==> src/vec_pkg.sv <==
package vec_pkg;

  //////////////////////////////////////////////////////////////////////////
  // Sizes
  //////////////////////////////////////////////////////////////////////////

  localparam int unsigned NrLanes      = 4;
  localparam int unsigned ElemWidth    = 32;
  localparam int unsigned MaxVl        = 16;
  localparam int unsigned ElemsPerLane = MaxVl / NrLanes;
  localparam int unsigned NrVRegs      = 8;
  // Lanes first, then the load/store unit at index NrLanes
  localparam int unsigned NrPEs        = NrLanes + 1;
  localparam int unsigned AddrWidth    = 16;
  // Scoreboard depth
  localparam int unsigned NrVInsn      = 4;

  typedef logic [ElemWidth-1:0]             elem_t;
  typedef logic [2:0]                       vreg_t;
  typedef logic [4:0]                       vl_t;
  typedef logic [$clog2(NrVInsn)-1:0]       vid_t;
  typedef logic [$clog2(NrLanes)-1:0]       lane_idx_t;
  typedef logic [$clog2(ElemsPerLane)-1:0]  slot_t;

  // Code 3'd7 is reserved
  typedef enum logic [2:0] {
    VADD  = 3'd0,
    VSUB  = 3'd1,
    VAND  = 3'd2,
    VXOR  = 3'd3,
    VLE   = 3'd4,
    VSE   = 3'd5,
    VMVXS = 3'd6
  } vop_e;

  // VSE stores vd, VMVXS reads element 0 of vs2
  typedef struct packed {
    vop_e                 op;
    vreg_t                vd;
    vreg_t                vs1;
    vreg_t                vs2;
    vl_t                  vl;
    logic [AddrWidth-1:0] base;
  } vinsn_t;

  //////////////////////////////////////////////////////////////////////////
  // Helpers
  //////////////////////////////////////////////////////////////////////////

  function automatic logic is_mem_op(vinsn_t insn);
    return insn.op inside {VLE, VSE};
  endfunction

  function automatic logic [NrVRegs-1:0] reads_regs(vinsn_t insn);
    logic [NrVRegs-1:0] rset;
    rset = '0;
    case (insn.op)
      VADD, VSUB, VAND, VXOR: begin
        rset[insn.vs1] = 1'b1;
        rset[insn.vs2] = 1'b1;
      end
      VSE:     rset[insn.vd]  = 1'b1;
      VMVXS:   rset[insn.vs2] = 1'b1;
      default: rset = '0;
    endcase
    return rset;
  endfunction

  function automatic logic [NrVRegs-1:0] writes_reg(vinsn_t insn);
    logic [NrVRegs-1:0] wset;
    wset = '0;
    if (insn.op inside {VADD, VSUB, VAND, VXOR, VLE}) begin
      wset[insn.vd] = 1'b1;
    end
    return wset;
  endfunction

  // Processing elements that take part in an instruction
  function automatic logic [NrPEs-1:0] pe_targets(vinsn_t insn);
    logic [NrPEs-1:0] tgt;
    tgt = '0;
    if (is_mem_op(insn)) begin
      tgt[NrLanes] = 1'b1;
    end else if (insn.op == VMVXS) begin
      tgt[0] = 1'b1;
    end else begin
      tgt[NrLanes-1:0] = '1;
    end
    return tgt;
  endfunction

  function automatic lane_idx_t lane_of(vl_t idx);
    return lane_idx_t'(idx % NrLanes);
  endfunction

  function automatic slot_t slot_of(vl_t idx);
    return slot_t'(idx / NrLanes);
  endfunction

endpackage

==> src/vec_pe_if.sv <==
`timescale 1ns/1ps

interface vec_pe_if;
  import vec_pkg::*;

  // Issue side
  logic             req_valid;
  vinsn_t           req;
  vid_t             req_id;

  // One bit per processing element
  logic [NrPEs-1:0] ready;
  logic [NrPEs-1:0] done;

  // Scalar result of VMVXS, lane 0 only
  logic             scalar_valid;
  elem_t            scalar;

  modport seq (
    output req_valid, req, req_id,
    input  ready, done, scalar_valid, scalar
  );

  modport pe (
    input  req_valid, req, req_id,
    output ready, done, scalar_valid, scalar
  );

endinterface

==> src/vec_sequencer.sv <==
`timescale 1ns/1ps

module vec_sequencer (
  input  logic             clk_i,
  input  logic             rst_i,
  input  logic             insn_valid_i,
  input  vec_pkg::vinsn_t  insn_i,
  output logic             insn_ready_o,
  output logic             scalar_valid_o,
  output vec_pkg::elem_t   scalar_o,
  output logic             idle_o,
  vec_pe_if.seq            pe
);
  import vec_pkg::*;

  // Outstanding done bits per tag
  // An entry is live while any of its bits is set
  logic [NrVInsn-1:0][NrPEs-1:0]   pend_q;
  logic [NrVInsn-1:0][NrPEs-1:0]   pend_d;
  logic [NrVInsn-1:0][NrVRegs-1:0] rd_set_q;
  logic [NrVInsn-1:0][NrVRegs-1:0] wr_set_q;
  // Tag each processing element is working on
  vid_t [NrPEs-1:0]                pe_id_q;
  // Done bit each element still owes to its current tag
  logic [NrPEs-1:0]                pend_own;
  logic [NrVInsn-1:0]              busy;
  logic                            req_valid_q;

  logic [NrVRegs-1:0] rd_new;
  logic [NrVRegs-1:0] wr_new;
  logic [NrPEs-1:0]   target;
  logic               conflict;
  logic               sb_full;
  vid_t               free_id;
  logic               issue;

  assign rd_new = reads_regs(insn_i);
  assign wr_new = writes_reg(insn_i);
  assign target = pe_targets(insn_i);

  //////////////////////////////////////////////////////////////////////////
  // Scoreboard
  //////////////////////////////////////////////////////////////////////////

  always_comb begin
    conflict = 1'b0;
    sb_full  = 1'b1;
    free_id  = '0;
    for (int i = NrVInsn - 1; i >= 0; i--) begin
      busy[i] = |pend_q[i];
      if (busy[i]) begin
        // RAW, WAW and WAR against running instructions
        conflict |= (|((rd_new | wr_new) & wr_set_q[i])) | (|(wr_new & rd_set_q[i]));
      end else begin
        sb_full = 1'b0;
        free_id = vid_t'(i);
      end
    end
  end

  always_comb begin
    pend_d = pend_q;
    for (int p = 0; p < NrPEs; p++) begin
      if (pe.done[p]) begin
        pend_d[pe_id_q[p]][p] = 1'b0;
      end
    end
    if (issue) begin
      pend_d[free_id] = target;
    end
  end

  always_comb begin
    for (int p = 0; p < NrPEs; p++) begin
      pend_own[p] = pend_q[pe_id_q[p]][p];
    end
  end

  //////////////////////////////////////////////////////////////////////////
  // Issue
  //////////////////////////////////////////////////////////////////////////

  assign issue        = req_valid_q && (&(pe.ready | ~target));
  assign insn_ready_o = issue;

  assign pe.req_valid = req_valid_q;
  assign pe.req       = insn_i;
  assign pe.req_id    = free_id;

  always_ff @(posedge clk_i) begin
    if (rst_i) begin
      pend_q      <= '0;
      req_valid_q <= 1'b0;
    end else begin
      pend_q <= pend_d;
      // Entries only retire while waiting so a clear check stays clear
      req_valid_q <= insn_valid_i && !issue && !conflict && !sb_full;
    end
  end

  always_ff @(posedge clk_i) begin
    if (issue) begin
      rd_set_q[free_id] <= rd_new;
      wr_set_q[free_id] <= wr_new;
      for (int p = 0; p < NrPEs; p++) begin
        if (target[p]) begin
          pe_id_q[p] <= free_id;
        end
      end
    end
  end

  assign scalar_valid_o = pe.scalar_valid;
  assign scalar_o       = pe.scalar;
  assign idle_o         = !(|busy) && !insn_valid_i;

  a_done_owed: assert property (@(posedge clk_i) disable iff (rst_i)
    (pe.done & ~pend_own) == '0)
    else $error("A done pulse arrived for a tag that was no longer in flight");

endmodule

==> src/flat_wrapper.sv <==
// flat-port wrapper written by rule: the top's interface ports become plain ports
module vec_sequencer_flat import vec_pkg::*;
  (clk_i, rst_i, insn_valid_i, insn_i, insn_ready_o, scalar_valid_o, scalar_o, idle_o, pe_req_valid, pe_req, pe_req_id, pe_ready, pe_done, pe_scalar_valid, pe_scalar);
  vec_pe_if pe_i ();
  input  logic clk_i;
  input  logic rst_i;
  input  logic insn_valid_i;
  input  vec_pkg::vinsn_t insn_i;
  output logic insn_ready_o;
  output logic scalar_valid_o;
  output vec_pkg::elem_t scalar_o;
  output logic idle_o;
  output wire logic [$bits(pe_i.req_valid)-1:0] pe_req_valid;
  output wire logic [$bits(pe_i.req)-1:0] pe_req;
  output wire logic [$bits(pe_i.req_id)-1:0] pe_req_id;
  input wire logic [$bits(pe_i.ready)-1:0] pe_ready;
  input wire logic [$bits(pe_i.done)-1:0] pe_done;
  input wire logic [$bits(pe_i.scalar_valid)-1:0] pe_scalar_valid;
  input wire logic [$bits(pe_i.scalar)-1:0] pe_scalar;
  assign pe_req_valid = pe_i.req_valid;
  assign pe_req = pe_i.req;
  assign pe_req_id = pe_i.req_id;
  assign pe_i.ready = pe_ready;
  assign pe_i.done = pe_done;
  assign pe_i.scalar_valid = pe_scalar_valid;
  assign pe_i.scalar = pe_scalar;
  vec_sequencer u_core (.clk_i(clk_i), .rst_i(rst_i), .insn_valid_i(insn_valid_i), .insn_i(insn_i), .insn_ready_o(insn_ready_o), .scalar_valid_o(scalar_valid_o), .scalar_o(scalar_o), .idle_o(idle_o), .pe(pe_i));
endmodule
==> config.mk <==
export PLATFORM = sky130hd
export DESIGN_NAME = vec_sequencer_flat
export DESIGN_NICKNAME = d
export VERILOG_FILES = /design/src/vec_pkg.sv /design/src/vec_pe_if.sv /design/src/vec_sequencer.sv /design/src/flat_wrapper.sv
export SDC_FILE = /design/constraint.sdc
export NUM_CORES = 1
export LEC_CHECK = 0
export BUFFER_PORTS_ARGS = -buffer_cell sky130_fd_sc_hd__clkbuf_2
export CAP_MARGIN = 5
export CORE_MARGIN = 5
export CORE_UTILIZATION = 50
export CTS_BUF_LIST = sky130_fd_sc_hd__clkbuf_8
export DETAILED_ROUTE_END_ITERATION = 12
export HOLD_SLACK_MARGIN = 0.02
export PLACE_DENSITY_LB_ADDON = 0.15
export SLEW_MARGIN = 20
export SYNTH_ARGS = -nofsm -noshare
export SYNTH_HDL_FRONTEND = slang
export SYNTH_SLANG_ARGS = --single-unit
==> constraint.sdc <==
create_clock -name clk_i -period 2.9 [get_ports clk_i]
set_input_delay 0.145 -clock clk_i [delete_from_list [all_inputs] [get_ports clk_i]]
set_output_delay 0.145 -clock clk_i [all_outputs]
set_load 0.01 [all_outputs]
==> results.ini, run 1 <==
[grt]
grt_antenna_before_repair=0
grt_max_degree=26
grt_pass1_vias=3260
grt_pass1_wl_mm=18.8
grt_usage_pct=21.7
grt.overflow.total=0

[placement]
placed_cells=528
gp_congestion=0.991
dpl_cell_area_um2=4630
numPortBuffers=41
dp_hpwl_mm=9.00

[yosys]
syn_nets=509
synth_top_area_share_pct=44.1
postSynthCellCount=430
ys.flop_type=edfxtp_1
synth-edff-count=70
ys_ff_latch=91
yosys_warnings=0
netlist_area_um2=4760
async_flop_share_pct=0
synth_top_cell_by_area=edfxtp_1
yosysMostFrequentCell=edfxtp_1
synth_common_cells=edfxtp_1 (70), buf_4 (66), nand2_1 (37)
synth_seq_area_share_pct=53.0
syn_avg_cell_area_um2=11.1
ys_types=61
yosys-top-cells-area=edfxtp_1 (44%), buf_4 (10%), dfxtp_1 (8.8%), nand2_1 (2.9%), a21oi_1 (2.6%)

[setup_path]
rr_worst_depth=7
regToRegEndpoint=u_core.pend_q[16]
path_cells=or4_4, nor2_1, nor2_1, nor3_1, and3_2, nand2_1, a21oi_1
critPathCaptureType=flop
crit_path_max_fanout=19
crit_arrival_ns=2.95
rrSetupSlack_ns=0.25
cpMostUsedCell=nor2_1
critPathKind=reg -> reg
required_ns=3.19
cpMaxStageDelayCell=and3_2
r2r-start=u_core.pend_q[15]
critPathMaxStageDelay_ns=0.63
setup.worst_path.start_class=flop

[timing]
relSlewSlack_pct=53.8
finalHoldViolations=0
rsz0062_at_grt=no
period_share_pct=91.5
fmax_mhz=377
setup_tns_ns=0
hold_slack_ns=0.0980
tightest_slew_ns=0.690
slew_viol_final=0
fin_skew_ns=0.0163
setup_viol=0
fin_crit_ns=2.65

[clock_tree]
cts_inserted_buffers=9
cts_tree=yes
cts_root_buffer=clkbuf_8
clockBufferDepth=2
cts.htree.levels=3
clock_latency_ns=0.37
ctsHoldBuffers=0
post_cts_resized=0
post-cts-setup-buffers=0
cts_sinks=91
clk_pin_slew_ns=0.09

[pwr]
p_clk_share_pct=35.1
max-vdd-ir-drop_mv=0.323
power_leakage_nw=1.69
power_frac_comb_pct=9.8
power_density_nw_per_um2=531
pwr-share-seq_pct=55.1
p_int_mw=1.91
p_sw_share_pct=25.5
p_switching_mw=0.655

[worst_hold_path]
whs_endpoint=u_core.pe.req_valid
hold_class=in -> reg
hold_path.startpoint=insn_valid_i
min_path_cells=4

[drt]
drc_errors=0
dr.pass1.iters=8
num_vias=3382
wirelength_mm=12.4
via_per_inst=6.22
ant_nets=0
drtIter0Drc=492
drt-wirelength-per-cell_um=22.7

[finish]
area_growth_pct=1.52
fin_util_pct=52.1
n_antenna_cell=0
fin_area_um2=4830
post_route_cells_drive_above_1_share_pct=20.5
layout.cells.non_filler=544
num-fill-cells=818
final_nets=489

[die]
pin_count=150
die_w_um=108
dieArea_um2=11600
rows=35
die_y_um=108
core_area_um2=9280
start_util_pct=51.3

[status]
status=finished clean

[flow_run]
maxCapViolCount=0

## worst max-delay path: cells and delay by family, from the launching register on
kind	cells	cell delay, ns
flip-flops	1	0.32
AO/OA/AOI/OAI	1	0.15
AND/OR/NAND/NOR	6	2.09
## sequential cells by signal, summed over array words and instances, names as in the netlist
| signal | cells |
|---|---|
| u_core.rd_set_q | 32 |
| u_core.wr_set_q | 32 |
| u_core.pend_q | 20 |
| u_core.pe_id_q | 6 |
| u_core.pe.req_valid | 1 |
## through the flow
| step | power (mW) | worst slack [ns] |
|---|---|---|
| finish | 2.57 | 0.246 |
| global route | 2.65 | 0.0183 |
| CTS | 2.58 | 0.233 |
| detailed placement | 1.69 | 0.262 |
| global placement | 1.69 | 0.430 |
| floorplan | 1.68 | 0.439 |
## how the worst max path moves through the flow
stage                            from                  to  slack, ns
floorplan           u_core.pend_q[10]  u_core.rd_set_q[0]       0.44
global placement    u_core.pend_q[10]  u_core.rd_set_q[0]       0.43
detailed placement  u_core.pend_q[15]   u_core.pend_q[16]       0.26
CTS                 u_core.pend_q[15]   u_core.pend_q[16]       0.23
global route        u_core.pend_q[15]   u_core.pend_q[16]       0.02
finish              u_core.pend_q[15]   u_core.pend_q[16]       0.25
## cell usage in the layout (no fill, tap or decap), types with 6 or more instances in the layout
| master | synthesis | layout |
|---|---|---|
| edfxtp_1 | 70 | 70 |
| clkbuf_2 | 0 | 41 |
| nand2_1 | 37 | 37 |
| nor2_1 | 28 | 28 |
| a21oi_1 | 25 | 25 |
| dfxtp_1 | 21 | 21 |
| o21ai_0 | 16 | 16 |
| nand3_1 | 14 | 14 |
| a22oi_1 | 13 | 13 |
| clkbuf_8 | 0 | 9 |
| inv_1 | 8 | 8 |
| buf_4 | 66 | 8 |
| o21bai_1 | 7 | 7 |
| mux2i_1 | 7 | 7 |
| nor2b_1 | 6 | 6 |
| nand3b_1 | 6 | 6 |
## power by group through the flow
stage          Clock, mW  Sequential, mW  Combinational [mW]
2_1_floorplan          0            1.44               0.234
3_3_place_gp           0            1.44               0.247
3_5_place_dp           0            1.44               0.247
4_1_cts            0.915            1.41               0.248
5_1_grt            0.966            1.41               0.272
6_report           0.900            1.41               0.251
## metal layers
layer	vias up	global-route usage (%)	wire [µm]
li1	1505	-	-
met1	1600	31.0	5280
met2	227	30.4	5240
met3	50	5.82	1390
met4	0	10.2	461
met5	-	0	0
## kinds of logic (layout without fill, tap and decap cells)
logic type | count (synthesis) | count (layout) | share of synthesized area [%]
AO/OA/AOI/OAI | 99 | 99 | 14.3
buffers and inverters | 88 | 73 | 12.6
flip-flops | 91 | 91 | 53.0
multiplexers | 14 | 14 | 3.84
AND/OR/NAND/NOR | 138 | 138 | 16.3
## area by class of cell
type / count / area (µm²) / area share [%]
Clock buffer: 9 / 124 / 2.56
Clock inverter: 7 / 82.6 / 1.71
Tap cell: 129 / 161 / 3.34
Sequential cell: 91 / 2520 / 52.2
Timing Repair Buffer: 49 / 265 / 5.49
Multi-Input combinational cell: 251 / 1650 / 34.1
Inverter: 8 / 30.0 / 0.621
No activity file was read; power rests on OpenSTA's default activity.
==> inputs of run 2 (changes only) <==
- ABC_AREA: default -> 1
- CORE_MARGIN: 5 -> 1
==> results.ini, run 2 <==
[status]
status=complete, but fails checks
violations=design-rule violations

[yosys]
netlist_area_um2=4630
syn_avg_cell_area_um2=8.95
ys_types=30
synth-edff-count=70
yosysMostFrequentCell=nand2_1
yosys_warnings=0
ys_ff_latch=91
async_flop_share_pct=0
postSynthCellCount=518
syn_nets=597
synth_top_area_share_pct=45.4
ys.flop_type=edfxtp_1
synth_seq_area_share_pct=54.4
synth_top_cell_by_area=edfxtp_1
synth_common_cells=nand2_1 (159), edfxtp_1 (70), buf_4 (66)
yosys-top-cells-area=edfxtp_1 (45%), nand2_1 (13%), buf_4 (11%), dfxtp_1 (9.1%), nand3_1 (4.6%)

[die]
core_area_um2=8850
pin_count=150
die_y_um=98.3
rows=34
dieArea_um2=9660
start_util_pct=52.4
die_w_um=98.3

[placement]
dp_hpwl_mm=7.16
dpl_cell_area_um2=4490
gp_congestion=0.834
numPortBuffers=41

[timing]
finalHoldViolations=0
fmax_mhz=457
setup_viol=0
tightest_slew_ns=0.800
setup_tns_ns=0
slew_viol_final=0
fin_crit_ns=2.19
rsz0062_at_grt=no
hold_slack_ns=0.100
relSlewSlack_pct=46.7
period_share_pct=75.4
fin_skew_ns=0.0102

[finish]
seq_area_um2=2520
final_cell_mix=nand2_1 (159), edfxtp_1 (70), nor2_1 (43), nand3_1 (43), clkbuf_2 (41)
top_regs=u_core.rd_set_q: 32 flops, u_core.wr_set_q: 32 flops, u_core.pend_q: 20 flops
multi_input_area_um2=1430
final_nets=583
layout_commonest_cell=nand2_1
fin_area_um2=4650
num-fill-cells=856
n_antenna_cell=0
area_growth_pct=0.351
post_route_cells_drive_above_1_share_pct=17.1

[setup_path]
setup.worst_path.start_class=flop
crit_arrival_ns=2.46
regToRegEndpoint=u_core.pend_q[13]
critPathCaptureType=flop
rr_worst_depth=13
critPathKind=reg -> reg
crit_path_max_fanout=18
required_ns=3.18
rrSetupSlack_ns=0.71
r2r-start=u_core.pend_q[16]

[drt]
drt-wirelength-per-cell_um=15.8
wirelength_mm=9.74
num_vias=3187
drtIter0Drc=171
drc_errors=7
ant_nets=0
via_per_inst=5.17
dr.pass1.iters=12

[pwr]
p_sw_share_pct=26.0
pwr-share-seq_pct=58.5
power_leakage_nw=2.15
p_switching_mw=0.630
power_mw=2.42
max-vdd-ir-drop_mv=0.254
p_clk_share_pct=31.7
p_int_mw=1.79
power_frac_comb_pct=9.7
power_density_nw_per_um2=521

[clock_tree]
cts_root_buffer=clkbuf_8
ctsHoldBuffers=0
cts_sinks=91
clockBufferDepth=2
post_cts_resized=0
cts.htree.levels=3
clock_latency_ns=0.35
clk_pin_slew_ns=0.09
post-cts-setup-buffers=0
cts_tree=yes
cts_inserted_buffers=9

[grt]
grt_max_degree=21
top_usage_layer=met2
use_met3_pct=5.65
met2_usage_pct=32.0
grt.overflow.total=0
grt_pass1_wl_mm=15.7
grtUsageMet1_pct=29.5
grt_usage_pct=21.4
grt_pass1_vias=3061
grt_antenna_before_repair=0

[worst_hold_path]
whs_endpoint=u_core.pend_q[1]
min_path_cells=4
hold_path.startpoint=pe_done[1]
hold_class=in -> reg

[flow_run]
maxCapViolCount=0

==> run 2: cell types whose count changed after synthesis, moves of 7 or more <==
| cell | delta |
|---|---|
| nor2_1 | +15 |
| mux2i_1 | -7 |
| o21bai_1 | -7 |
| a22oi_1 | -13 |
| nand3_1 | +29 |
| nand2_1 | +122 |
| inv_1 | +30 |
==> run 2: worst max-delay path by stage <==
stage	from	endpoint	slack [ns]	cells after the start
after floorplan	u_core.pend_q[8]	u_core.rd_set_q[10]	1.01	7
final	u_core.pend_q[16]	u_core.pend_q[13]	0.71	13
after global placement	u_core.pend_q[18]	u_core.pend_q[11]	0.82	13
after CTS	u_core.pend_q[18]	u_core.pend_q[13]	0.66	13
after detailed placement	u_core.pend_q[18]	u_core.pend_q[13]	0.71	13
after global routing	u_core.pend_q[16]	u_core.pend_q[11]	0.41	13
==> run 2: logic make-up (layout without fill, tap and decap cells) <==
kind of cell	Yosys count	count (layout)	synth area share, %
simple gates	274	274	26.3
buf+inv	114	105	14.8
compound gates	39	39	4.43
flops	91	91	54.4
==> run 2: final cells by class <==
cell class                 count  share of cell area [%]
sequential                    91                    54.2
multi-input combinational    313                    30.6
timing repair buffer          45                    5.06
inverter                      44                    3.61
tap                          108                    2.91
clock buffer                   9                    2.66
clock inverter                 7                   0.888
==> run 2: power groups by stage <==
stage / clock (mW) / combinational [mW] / sequential (mW)
after global routing: 0.833 / 0.266 / 1.42
after floorplan: 0 / 0.233 / 1.45
after global placement: 0 / 0.235 / 1.45
after detailed placement: 0 / 0.237 / 1.45
after CTS: 0.778 / 0.238 / 1.42
final: 0.769 / 0.236 / 1.42
==> run 2: routing by layer <==
| metal | wire length, µm | up-vias |
|---|---|---|
| li1 | - | 1602 |
| met2 | 4340 | 133 |
| met5 | 0 | - |
| met1 | 4570 | 1438 |
| met3 | 689 | 14 |
| met4 | 140 | 0 |
==> run 2: critical path, stage by stage (launching register included) <==
cell and delay, ns:
dfxtp_1 0.32, nor2_1 0.09, nand2_1 0.05, nor2_1 0.14, inv_1 0.09, nand2_1 0.11, nand3_2 0.17, inv_1 0.18
nand2_1 0.11, nor2_4 0.45, nand2_2 0.12, inv_2 0.09, nand2_2 0.06, a21oi_1 0.12
==> run 2: per-stage QoR <==
step	utilization [%]	worst slack, ns	cells
after floorplan	-	1.01	518
after global placement	50.7	0.817	601
after detailed placement	50.7	0.710	601
after CTS	52.6	0.664	617
after global routing	52.6	0.409	617
final	52.6	0.713	617
