===== src/vec_pkg.sv =====
package vec_pkg;

  //////////////////////////////////////////////////////////////////////////
  // Sizes
  //////////////////////////////////////////////////////////////////////////

  localparam int unsigned NrLanes      = 4;
  localparam int unsigned ElemWidth    = 32;
  localparam int unsigned MaxVl        = 16;
  localparam int unsigned ElemsPerLane = MaxVl / NrLanes;
  localparam int unsigned NrVRegs      = 8;
  // Lanes first, then the load/store unit at index NrLanes
  localparam int unsigned NrPEs        = NrLanes + 1;
  localparam int unsigned AddrWidth    = 16;
  // Scoreboard depth
  localparam int unsigned NrVInsn      = 4;

  typedef logic [ElemWidth-1:0]             elem_t;
  typedef logic [2:0]                       vreg_t;
  typedef logic [4:0]                       vl_t;
  typedef logic [$clog2(NrVInsn)-1:0]       vid_t;
  typedef logic [$clog2(NrLanes)-1:0]       lane_idx_t;
  typedef logic [$clog2(ElemsPerLane)-1:0]  slot_t;

  // Code 3'd7 is reserved
  typedef enum logic [2:0] {
    VADD  = 3'd0,
    VSUB  = 3'd1,
    VAND  = 3'd2,
    VXOR  = 3'd3,
    VLE   = 3'd4,
    VSE   = 3'd5,
    VMVXS = 3'd6
  } vop_e;

  // VSE stores vd, VMVXS reads element 0 of vs2
  typedef struct packed {
    vop_e                 op;
    vreg_t                vd;
    vreg_t                vs1;
    vreg_t                vs2;
    vl_t                  vl;
    logic [AddrWidth-1:0] base;
  } vinsn_t;

  //////////////////////////////////////////////////////////////////////////
  // Helpers
  //////////////////////////////////////////////////////////////////////////

  function automatic logic is_mem_op(vinsn_t insn);
    return insn.op inside {VLE, VSE};
  endfunction

  function automatic logic [NrVRegs-1:0] reads_regs(vinsn_t insn);
    logic [NrVRegs-1:0] rset;
    rset = '0;
    case (insn.op)
      VADD, VSUB, VAND, VXOR: begin
        rset[insn.vs1] = 1'b1;
        rset[insn.vs2] = 1'b1;
      end
      VSE:     rset[insn.vd]  = 1'b1;
      VMVXS:   rset[insn.vs2] = 1'b1;
      default: rset = '0;
    endcase
    return rset;
  endfunction

  function automatic logic [NrVRegs-1:0] writes_reg(vinsn_t insn);
    logic [NrVRegs-1:0] wset;
    wset = '0;
    if (insn.op inside {VADD, VSUB, VAND, VXOR, VLE}) begin
      wset[insn.vd] = 1'b1;
    end
    return wset;
  endfunction

  // Processing elements that take part in an instruction
  function automatic logic [NrPEs-1:0] pe_targets(vinsn_t insn);
    logic [NrPEs-1:0] tgt;
    tgt = '0;
    if (is_mem_op(insn)) begin
      tgt[NrLanes] = 1'b1;
    end else if (insn.op == VMVXS) begin
      tgt[0] = 1'b1;
    end else begin
      tgt[NrLanes-1:0] = '1;
    end
    return tgt;
  endfunction

  function automatic lane_idx_t lane_of(vl_t idx);
    return lane_idx_t'(idx % NrLanes);
  endfunction

  function automatic slot_t slot_of(vl_t idx);
    return slot_t'(idx / NrLanes);
  endfunction

endpackage


===== src/vec_dispatcher.sv =====
`timescale 1ns/1ps

module vec_dispatcher (
  input  logic             clk_i,
  input  logic             rst_i,
  // Scalar core side
  input  logic             insn_valid_i,
  input  vec_pkg::vinsn_t  insn_i,
  output logic             insn_ready_o,
  output logic             resp_valid_o,
  output logic             resp_error_o,
  output vec_pkg::elem_t   resp_scalar_o,
  // Sequencer side
  output logic             seq_valid_o,
  output vec_pkg::vinsn_t  seq_insn_o,
  input  logic             seq_ready_i,
  input  logic             seq_scalar_valid_i,
  input  vec_pkg::elem_t   seq_scalar_i
);
  import vec_pkg::*;

  logic   full_q;
  logic   fwd_done_q;
  vinsn_t insn_q;
  logic   legal;
  logic   fwd;

  // Zero length, overlong or reserved opcode
  assign legal = (insn_q.vl != '0) && (insn_q.vl <= vl_t'(MaxVl)) &&
                 (insn_q.op inside {VADD, VSUB, VAND, VXOR, VLE, VSE, VMVXS});

  assign insn_ready_o = !full_q;
  assign seq_valid_o  = full_q && legal && !fwd_done_q;
  assign seq_insn_o   = insn_q;
  assign fwd          = seq_valid_o && seq_ready_i;

  // VMVXS answers once lane 0 has read the element
  assign resp_valid_o  = full_q && (!legal || (fwd && insn_q.op != VMVXS) ||
                                    (fwd_done_q && seq_scalar_valid_i));
  assign resp_error_o  = full_q && !legal;
  assign resp_scalar_o = seq_scalar_i;

  always_ff @(posedge clk_i) begin
    if (rst_i) begin
      full_q     <= 1'b0;
      fwd_done_q <= 1'b0;
    end else begin
      if (insn_valid_i && insn_ready_o) begin
        full_q <= 1'b1;
      end else if (resp_valid_o) begin
        full_q     <= 1'b0;
        fwd_done_q <= 1'b0;
      end
      if (fwd && insn_q.op == VMVXS) begin
        fwd_done_q <= 1'b1;
      end
    end
  end

  always_ff @(posedge clk_i) begin
    if (insn_valid_i && insn_ready_o) begin
      insn_q <= insn_i;
    end
  end

  a_fwd_offered: assert property (@(posedge clk_i) disable iff (rst_i)
    seq_ready_i |-> seq_valid_o)
    else $error("Sequencer took an instruction that was not offered");

endmodule


===== config.mk =====
export PLATFORM = sky130hd
export DESIGN_NAME = vec_dispatcher
export DESIGN_NICKNAME = d
export VERILOG_FILES = /design/src/vec_pkg.sv /design/src/vec_dispatcher.sv
export SDC_FILE = /design/constraint.sdc
export NUM_CORES = 1
export LEC_CHECK = 0
export ABC_CLOCK_PERIOD_IN_PS = 3100
export BUFFER_PORTS_ARGS = -buffer_cell sky130_fd_sc_hd__buf_2
export CAP_MARGIN = 20
export CORE_ASPECT_RATIO = 0.9
export CORE_MARGIN = 8
export CORE_UTILIZATION = 35
export CTS_CLUSTER_SIZE = 16
export DETAILED_ROUTE_END_ITERATION = 6
export GPL_ROUTABILITY_DRIVEN = 0
export PLACE_DENSITY = 0.9
export SYNTH_ARGS = -nofsm -noshare
export SYNTH_HDL_FRONTEND = slang
export SYNTH_SLANG_ARGS = --single-unit

===== constraint.sdc =====
create_clock -name clk_i -period 3.1 [get_ports clk_i]
set_input_delay 0.465 -clock clk_i [delete_from_list [all_inputs] [get_ports clk_i]]
set_output_delay 0.465 -clock clk_i [all_outputs]
set_load 0.005 [all_outputs]

==> results of run 1 <==
[cells by family after synthesis]
group | synth area share (%)
flops | 73.8
buf+inv | 17.5
simple gates | 5.28
compound gates | 2.86
xor+xnor | 0.627
[layout make-up]
class                           instances  area, um2  share of cell area, %
Inverter                                1       3.75                  0.224
Sequential cell                        35       1030                   61.6
Clock buffer                            8       80.1                   4.79
Tap cell                               46       57.6                   3.44
Timing Repair Buffer                   74        370                   22.1
Multi-Input combinational cell         18        130                   7.78
[state kept, by name, indices dropped and copies added, names as in the netlist]
register,count
seq_insn_o,33
full_q,1
fwd_done_q,1
[layer usage]
metal / track usage (%) / share of wire, %
met3: 9.32 / 23
met1: 7.16 / 23
met4: 1.90 / 0.31
met2: 20.9 / 53
met5: 0 / 0
[synth_stat cells]
library cell   n
nand3_1        2
a32o_1         1
o21ai_1        1
edfxtp_1      33
nor2b_1        1
and3b_1        1
buf_4         32
a21oi_1        2
nand2b_1       1
nor3_1         2
dfxtp_1        2
a21oi_2        1
nor4_4         1
inv_1          1
nor2_1         1
a31oi_1        1
xnor2_1        1
nand2_1        2
[final timing paths]
path	from	end
max	seq_insn_o[17]$_DFFE_PP_	seq_valid_o
min	insn_i[32]	seq_insn_o[32]$_DFFE_PP_
max reg2reg	full_q$_SDFFE_PP0P_	seq_insn_o[19]$_DFFE_PP_
min reg2reg	fwd_done_q$_SDFFE_PP0P_	fwd_done_q$_SDFFE_PP0P_
[report_power, final]
part | internal, mW | switching, mW
Combinational | 0.0406 | 0.0411
Sequential | 0.552 | 0.0114
Clock | 0.159 | 0.138
Total | 0.752 | 0.190
[critical path, cell delays in order (launching register included)]
cell,delay (ns)
edfxtp_1,0.42
nor4_4,0.29
xnor2_1,0.27
nand2_1,0.09
nor3_1,0.13
buf_2,0.14
[metrics by stage]
stage	instance area [um2]	hold slack [ns]	instances	utilization, %
floorplan	1400	0.463	86	-
global placement	1590	0.489	174	42.1
detailed placement	1590	0.509	174	42.1
CTS	1670	0.355	182	44.2
global route	1670	0.347	182	44.2
finish	1670	0.367	182	44.2
==> impl_results.md, run 1 <==
- Worst Path Required: about 2.6 ns
- Worst slew pin tran: 0.927 ns
- Gr ovfl total: 0
- RSZ-0062 raised after global routing: no
- Final Hold Fails: 0
- Setup violators final: 0
- Max-capacitance violation count: 0
- Initial core utilization: a little under two fifths
- PD cells: around 560 nW/um2
- Layout cells sized above 1: approximately three fifths
- Tightest Hold Check Type: primary input to register
- Post-route ant nets: 0
- Fin Setup TNS: 0 ns
- Mapped Nets: approximately 160
- Pleak: around 0.71 nW
- Overall routing resource usage: 10.9%
- Max Clk Rate: approximately 0.48 GHz
- Final net count: about 210
- Min Tclk post-route: ~2.1 ns
- Vias in the first global route: 900
- CTS tree: done
- Critical Path Start Type: register
- Final worst setup slack: a little over 1 ns
- DRC errors left: 0
- CP arrival: ~1.6 ns
- Max Transition Viols Final: 0
- Final wirelength: 3890 um
- Largest net degree at the start of global routing: 35
- Antenna violations before repair: 0
- R2R cell count: 1
- Yosys top cell by area: edfxtp_1
- FF-to-FF setup slack: approximately 1.6 ns
- Clk_skew: 0.00575 ns
- Clk root buf: clkbuf_8
- VDD IR-drop max: approximately 0.33 mV
- Post-synth top area share: a little under three quarters
- Die X: ~83 um
- Synth cell types: 18
- Post-CTS setup buffers: 0
- Crit Path Class: register to primary output
- DP Worst Slack: ~1.3 ns
- Ant diodes: 0
- Hold_buf cts: 0
- Final Cycle Share: 66.9%
- Final HPWL DP: around 3300 um
- Seq/Total Area, Yosys: approximately 74%
- Die area: about 6300 um2
- Iter 0 DRT Violations: 27
- Routed wire per std cell: 21.3 um
- Clk slew on worst S/H paths: about 0.06 ns
- Clock tree buffer depth: 2
- Normalized max-slew margin: about two fifths
- Mapped Area: 1400 um2
- Cts bufs inserted: 5
- Ys Warns: 0
- Via density: around 4.5
- Top cells by area, synth: edfxtp_1 71%, buf_4 17%, dfxtp_1 2.9%, nor4_4 1.5%, a21oi_1 0.72%
- Commonest non-fill, non-tap cell in the layout: buf_2
- Port Buffers: between 70 and 80
- Vias: a little over 800
- # IOs: around 140
- Max Fanout on Critical Path: 5
- Drt first pass iters: 4
- Core region area: approximately 3800 um2
- Sink Count: 35
- Nature of the critical path endpoint: primary output
- Cells after Synth: 86
- Post-CTS resize count: 0
- H-tree depth: 2
- Commonest cells after routing, fill and taps aside: 74 x buf_2, 33 x edfxtp_1, 5 x clkbuf_8
- Die Span Y: around 76 um
- Synth-to-Final Area Change: 19.7%
- # fillers: between 300 and 400
- Num rows: 21
- Tot Pwr: roughly 0.94 mW
- Worst skew pair latency: 0.27 ns
- Register bit total from synthesis: 35
- Syn Area/Cell: ~16 um2
- First-pass GRT wire length: between 5000 and 6000 um
- WHS Path Cells: 1
- Status: finished clean
Note: power is estimated with default switching activity, not from simulation.
==> inputs of run 2 (changes only) <==
--- a/config.mk
+++ b/config.mk
@@ -5,16 +5,16 @@
 export SDC_FILE = /design/constraint.sdc
 export NUM_CORES = 1
 export LEC_CHECK = 0
-export ABC_CLOCK_PERIOD_IN_PS = 3100
+export ABC_CLOCK_PERIOD_IN_PS = 1670
 export BUFFER_PORTS_ARGS = -buffer_cell sky130_fd_sc_hd__buf_2
 export CAP_MARGIN = 20
 export CORE_ASPECT_RATIO = 0.9
 export CORE_MARGIN = 8
-export CORE_UTILIZATION = 35
+export CORE_UTILIZATION = 32
 export CTS_CLUSTER_SIZE = 16
 export DETAILED_ROUTE_END_ITERATION = 6
 export GPL_ROUTABILITY_DRIVEN = 0
-export PLACE_DENSITY = 0.9
+export PLACE_DENSITY = 0.87
 export SYNTH_ARGS = -nofsm -noshare
 export SYNTH_HDL_FRONTEND = slang
 export SYNTH_SLANG_ARGS = --single-unit
==> constraint.sdc (replaced) <==
create_clock -name clk_i -period 1.67 [get_ports clk_i]
set_input_delay 0.2505 -clock clk_i [delete_from_list [all_inputs] [get_ports clk_i]]
set_output_delay 0.2505 -clock clk_i [all_outputs]
set_load 0.005 [all_outputs]
==> impl_results.md, run 2 (same netlist as run 1, synthesis figures left out) <==
- Status: finished, violations left
- Failing checks: negative setup slack
- Port Buffers: 74
- Post-route ant nets: 0
- Finished Cell Area: 1700 um2
- Min Tclk post-route: 1.83 ns
- Clock tree buffer depth: 2
- Clk_skew: 0.00334 ns
- Max reg flops: 33
- WL met3: between 700 and 800 um
- Worst slew pin tran: around 0.28 ns
- CTS tree: done
- H-tree depth: 2
- Reg2Reg Launch Point: seq_insn_o[30]$_DFFE_PP_
- Post-CTS setup buffers: 0
- Placed instance area: 1610 um2
- Clk slew on worst S/H paths: approximately 0.06 ns
- # fillers: about 380
- Vias: 855
- Die X: 85.7 um
- Critical Path Start Type: register
- Commonest cells after routing, fill and taps aside: 74 x buf_2, 33 x edfxtp_1, 5 x clkbuf_8
- Final HPWL DP: about 2700 um
- First-pass GRT wire length: roughly 4700 um
- DP Worst Slack: about 0.097 ns
- Drt first pass iters: 4
- Layout cells sized above 1: about 62%
- RSZ-0062 raised after global routing: yes
- Sink Count: 35
- # IOs: 139
- Final net count: a little over 200
- Top sig layer: met4
- Clk root buf: clkbuf_8
- FF-to-FF setup slack: ~0.37 ns
- Normalized max-slew margin: roughly 81%
- Synth-to-Final Area Change: 21.6%
- Core region area: just over 4000 um2
- Final Hold Fails: 0
- Setup violators final: 3
- Initial core utilization: between 30 and 40%
- Max Transition Viols Final: 0
- R2R cell count: 4
- Iter 0 DRT Violations: 10
- Tightest Hold Check Type: primary input to register
- Worst r2r dst: fwd_done_q$_SDFFE_PP0P_
- Gr ovfl total: 0
- Commonest non-fill, non-tap cell in the layout: buf_2
- Max Fanout on Critical Path: 5
- Hold_buf cts: 0
- CP arrival: ~1.6 ns
- Layout Cells excl Fill: around 190
- Cts bufs inserted: 5
- Die area: about 6700 um2
- Overall routing resource usage: about a tenth
- Worst Path Required: roughly 1.4 ns
- Worst skew pair latency: between 0.2 and 0.3 ns
- Ant diodes: 0
- HP Start: insn_i[22]
- Via density: about 4.6
- WHS Path Cells: 1
- Num rows: 22
- Sequential cell area: 1030 um2
- Max Clk Rate: about 0.55 GHz
- WL met2: between 1000 and 1500 um
- Die Span Y: about 80 um
- Wl on met1: roughly 890 um
- Placed Instances: between 150 and 200
- VDD IR-drop max: between 0.6 and 0.7 mV
- Post-layout util: a little over 40%
- Nature of the critical path endpoint: primary output
- Antenna violations before repair: 0
- Pleak: slightly above 0.7 nW
- Vias in the first global route: around 930
- Worst Hold End: seq_insn_o[22]$_DFFE_PP_
- Multi-input logic area: about 130 um2
- Crit Path Class: register to primary output
- DRC errors left: 0
- Largest net degree at the start of global routing: 35
- Routed wire per std cell: 18.1 um
- Final worst setup slack: -0.157 ns
- Final Cycle Share: 109%
- Max-capacitance violation count: 0
- Tot Pwr: around 1.8 mW
- PD cells: 1040 nW/um2
- Final wirelength: 3350 um
[run 2: worst max-delay path, cell delays in order, from the launching register on]
cell and delay (ns):
edfxtp_1 0.42, nor4_4 0.34, xnor2_2 0.20, nand2_1 0.08, nor3_1 0.13, buf_2 0.14
[run 2: stage by stage]
step	hold WS [ns]	TNS, ns
floorplan	0.323	0
global placement	0.426	0
detailed placement	0.429	0
CTS	0.135	-0.288
global route	0.130	-0.516
finish	0.149	-0.249
[run 2: per-layer routing]
layer  GRT usage (%)  up-vias
li1                -      374
met1            6.56      355
met2            13.5       84
met3            8.02       42
met4            12.8        0
met5               0        -
[run 2: worst max-delay path by stage]
stage	depth (start not counted)	start	endpoint
floorplan	1	full_q$_SDFFE_PP0P_	seq_insn_o[0]$_DFFE_PP_
global placement	5	seq_insn_o[17]$_DFFE_PP_	seq_valid_o
detailed placement	5	seq_insn_o[17]$_DFFE_PP_	seq_valid_o
CTS	5	seq_insn_o[17]$_DFFE_PP_	seq_valid_o
global route	5	seq_insn_o[17]$_DFFE_PP_	seq_valid_o
finish	5	seq_insn_o[17]$_DFFE_PP_	seq_valid_o
[run 2: where the power goes]
part | internal (mW) | leakage (nW) | total, mW | switching, mW
clock network | 0.292 | 0.0422 | 0.550 | 0.258
logic | 0.0827 | 0.345 | 0.163 | 0.0804
registers | 1.02 | 0.333 | 1.05 | 0.0213
total | 1.40 | 0.721 | 1.76 | 0.360
[run 2: what timing repair did]
action / CTS / global route
gates resized for setup: 1 / 0
endpoints found under the hold margin: 0 / 0
setup endpoints to repair: 3 / 3
pin swaps: 1 / 0
[run 2: cell type report]
class                      instances  share of cell area [%]
clock buffer                       7                    4.49
timing repair buffer              75                    23.0
clock inverter                     1                   0.295
inverter                           1                   0.221
sequential                        35                    60.7
multi-input combinational         18                    7.81
tap                               48                    3.53
==> inputs of run 3 (changes only) <==
--- a/config.mk
+++ b/config.mk
@@ -14,6 +14,7 @@
 export CTS_CLUSTER_SIZE = 16
 export DETAILED_ROUTE_END_ITERATION = 6
 export GPL_ROUTABILITY_DRIVEN = 0
+export MAX_ROUTING_LAYER = met4
 export PLACE_DENSITY = 0.87
 export SYNTH_ARGS = -nofsm -noshare
 export SYNTH_HDL_FRONTEND = slang
==> constraint.sdc (replaced) <==
create_clock -name clk_i -period 1.67 [get_ports clk_i]
set_input_delay 0.167 -clock clk_i [delete_from_list [all_inputs] [get_ports clk_i]]
set_output_delay 0.167 -clock clk_i [all_outputs]
set_load 0.005 [all_outputs]
==> impl_results.md, run 3 (same netlist as run 1, synthesis figures left out) <==
- Max Clk Rate: 0.579 GHz
- H-tree depth: 2
- Clk_skew: between 0.006 and 0.007 ns
- Clk slew on worst S/H paths: 0.06 ns
- Critical Path Start Type: register
- Nature of the critical path endpoint: primary output
- Final Cycle Share: 103%
- Crit path largest cell delay: about 0.42 ns
- Failing checks: negative setup slack
- Die X: roughly 86 um
- Gr ovfl total: 0
- Vias in the first global route: 1011
- Worst Path Required: about 1.5 ns
- Commonest cells after routing, fill and taps aside: 74 x buf_2, 33 x edfxtp_1, 5 x clkbuf_8
- Iter 0 DRT Violations: 29
- Placed instance area: approximately 1600 um2
- Status: finished, violations left
- Crit-path slowest cell: edfxtp_1
- Max-capacitance violation count: 0
- Post-route ant nets: 0
- CTS tree: done
- Final HPWL DP: approximately 2700 um
- Clk root buf: clkbuf_8
- Cts bufs inserted: 5
- Final worst setup slack: -0.0570 ns
- Overall routing resource usage: between 10 and 15%
- Final wirelength: approximately 3500 um
- RSZ-0062 raised after global routing: yes
- Int Power: 1.41 mW
- Layout cells sized above 1: between 60% and 70%
- Layout Cells excl Fill: between 150 and 200
- CP top delay family: simple AND/OR/NAND/NOR gates
- Commonest non-fill, non-tap cell in the layout: buf_2
- Max Fanout on Critical Path: 4
- Num rows: 22
- Antenna violations before repair: 0
- Setup violators final: 2
- Largest net degree at the start of global routing: 35
- Routed wire per std cell: 18.4 um
- VDD IR-drop max: a little under 0.7 mV
- Placed Instances: 177
- Port Buffers: 74
- Sequential share of power: 59.3%
- Sink Count: 35
- Combinational Power Share: under 10%
- PD cells: around 1000 nW/um2
- CP arrival: between 1.5 and 2 ns
- Vias: between 800 and 900
- Tot Pwr: about 1.8 mW
- Psw: 0.356 mW
- Net Sw Frac: 20.2%
- Hold_buf cts: 0
- Clock tree buffer depth: 2
- Initial core utilization: roughly 34%
- Final Hold Fails: 0
- DRC errors left: 0
- WP buf/inv: 1
- Die area: between 6000 and 7000 um2
- Normalized max-slew margin: between 80 and 90%
- Drt first pass iters: 4
- Pleak: about 0.73 nW
- Via density: 4.69
- CP cell instances: nor4_4 > xnor2_2 > nand2_1 > nor3_1 > buf_2
- Worst skew pair latency: about 0.27 ns
- Ant diodes: 0
- Clock Power Share: around 30%
- Die Span Y: around 80 um
- Max Transition Viols Final: 0
- Final net count: about 210
- Max reg flops: 33
- Tightest Hold Check Type: primary input to register
- Crit Path Class: register to primary output
- Synth-to-Final Area Change: 23.1%
- Worst slew pin tran: approximately 0.26 ns
- Min Tclk post-route: 1.73 ns
- # IOs: roughly 140
- First-pass GRT wire length: between 4000 and 5000 um
- Core region area: 4130 um2
- Finished Cell Area: between 1500 and 2000 um2
==> run 3: cell count changes in the layout (fill, tap and decap cells not counted), sizes merged <==
cell    delta
clkbuf     +1
buf        +3
clkinv     -1
==> run 3: worst reg2reg max path: stages (launching register included) <==
cell	delay, ns
edfxtp_1	0.42
nor4_4	0.33
xnor2_2	0.14
buf_4	0.16
a31oi_1	0.15
nor2_1	0.05
==> run 3: final timing paths <==
kind,startpoint,endpoint,slack [ns],cells after the start
max,seq_insn_o[17]$_DFFE_PP_,seq_valid_o,-0.06,5
min,insn_i[10],seq_insn_o[10]$_DFFE_PP_,0.07,1
max reg2reg,seq_insn_o[17]$_DFFE_PP_,full_q$_SDFFE_PP0P_,0.32,5
min reg2reg,fwd_done_q$_SDFFE_PP0P_,fwd_done_q$_SDFFE_PP0P_,0.51,2
==> run 3: area by class of cell <==
type,instances,area [um2]
sequential,35,1030
timing repair buffer,78,413
inverter,1,3.75
tap,48,60.1
multi-input combinational,18,133
fill,384,2410
clock buffer,8,80.1
==> run 3: stage by stage <==
step	utilization, %	setup slack [ns]	setup TNS, ns	hold WS (ns)
6_report	41.7	-0.0570	-0.0857	0.0664
3_3_place_gp	39.0	0.224	0	0.334
3_5_place_dp	39.0	0.156	0	0.334
5_1_grt	41.7	-0.152	-0.337	0.0498
4_1_cts	41.7	-0.0895	-0.156	0.0558
2_1_floorplan	-	0.0367	0	0.239
==> run 3: per-layer routing <==
layer	up-vias	track usage, %	routed length (um)
li1	381	-	-
met1	385	7.51	1070
met2	78	15.0	1530
met3	38	6.07	541
met4	0	12.8	308
met5	-	-	0
==> run 3: power groups by stage <==
stage | Clock, mW | Combinational (mW) | Sequential, mW
floorplan | 0 | 0.100 | 1.07
global placement | 0 | 0.160 | 1.06
detailed placement | 0 | 0.165 | 1.06
CTS | 0.560 | 0.174 | 1.05
global route | 0.591 | 0.186 | 1.05
finish | 0.546 | 0.173 | 1.05
==> run 3: what timing repair did <==
action                                  4_1_cts  5_1_grt
pin swaps                                     2        2
buffers inserted                              3        0
resized for setup                             1        0
endpoints found under the setup margin        3        3
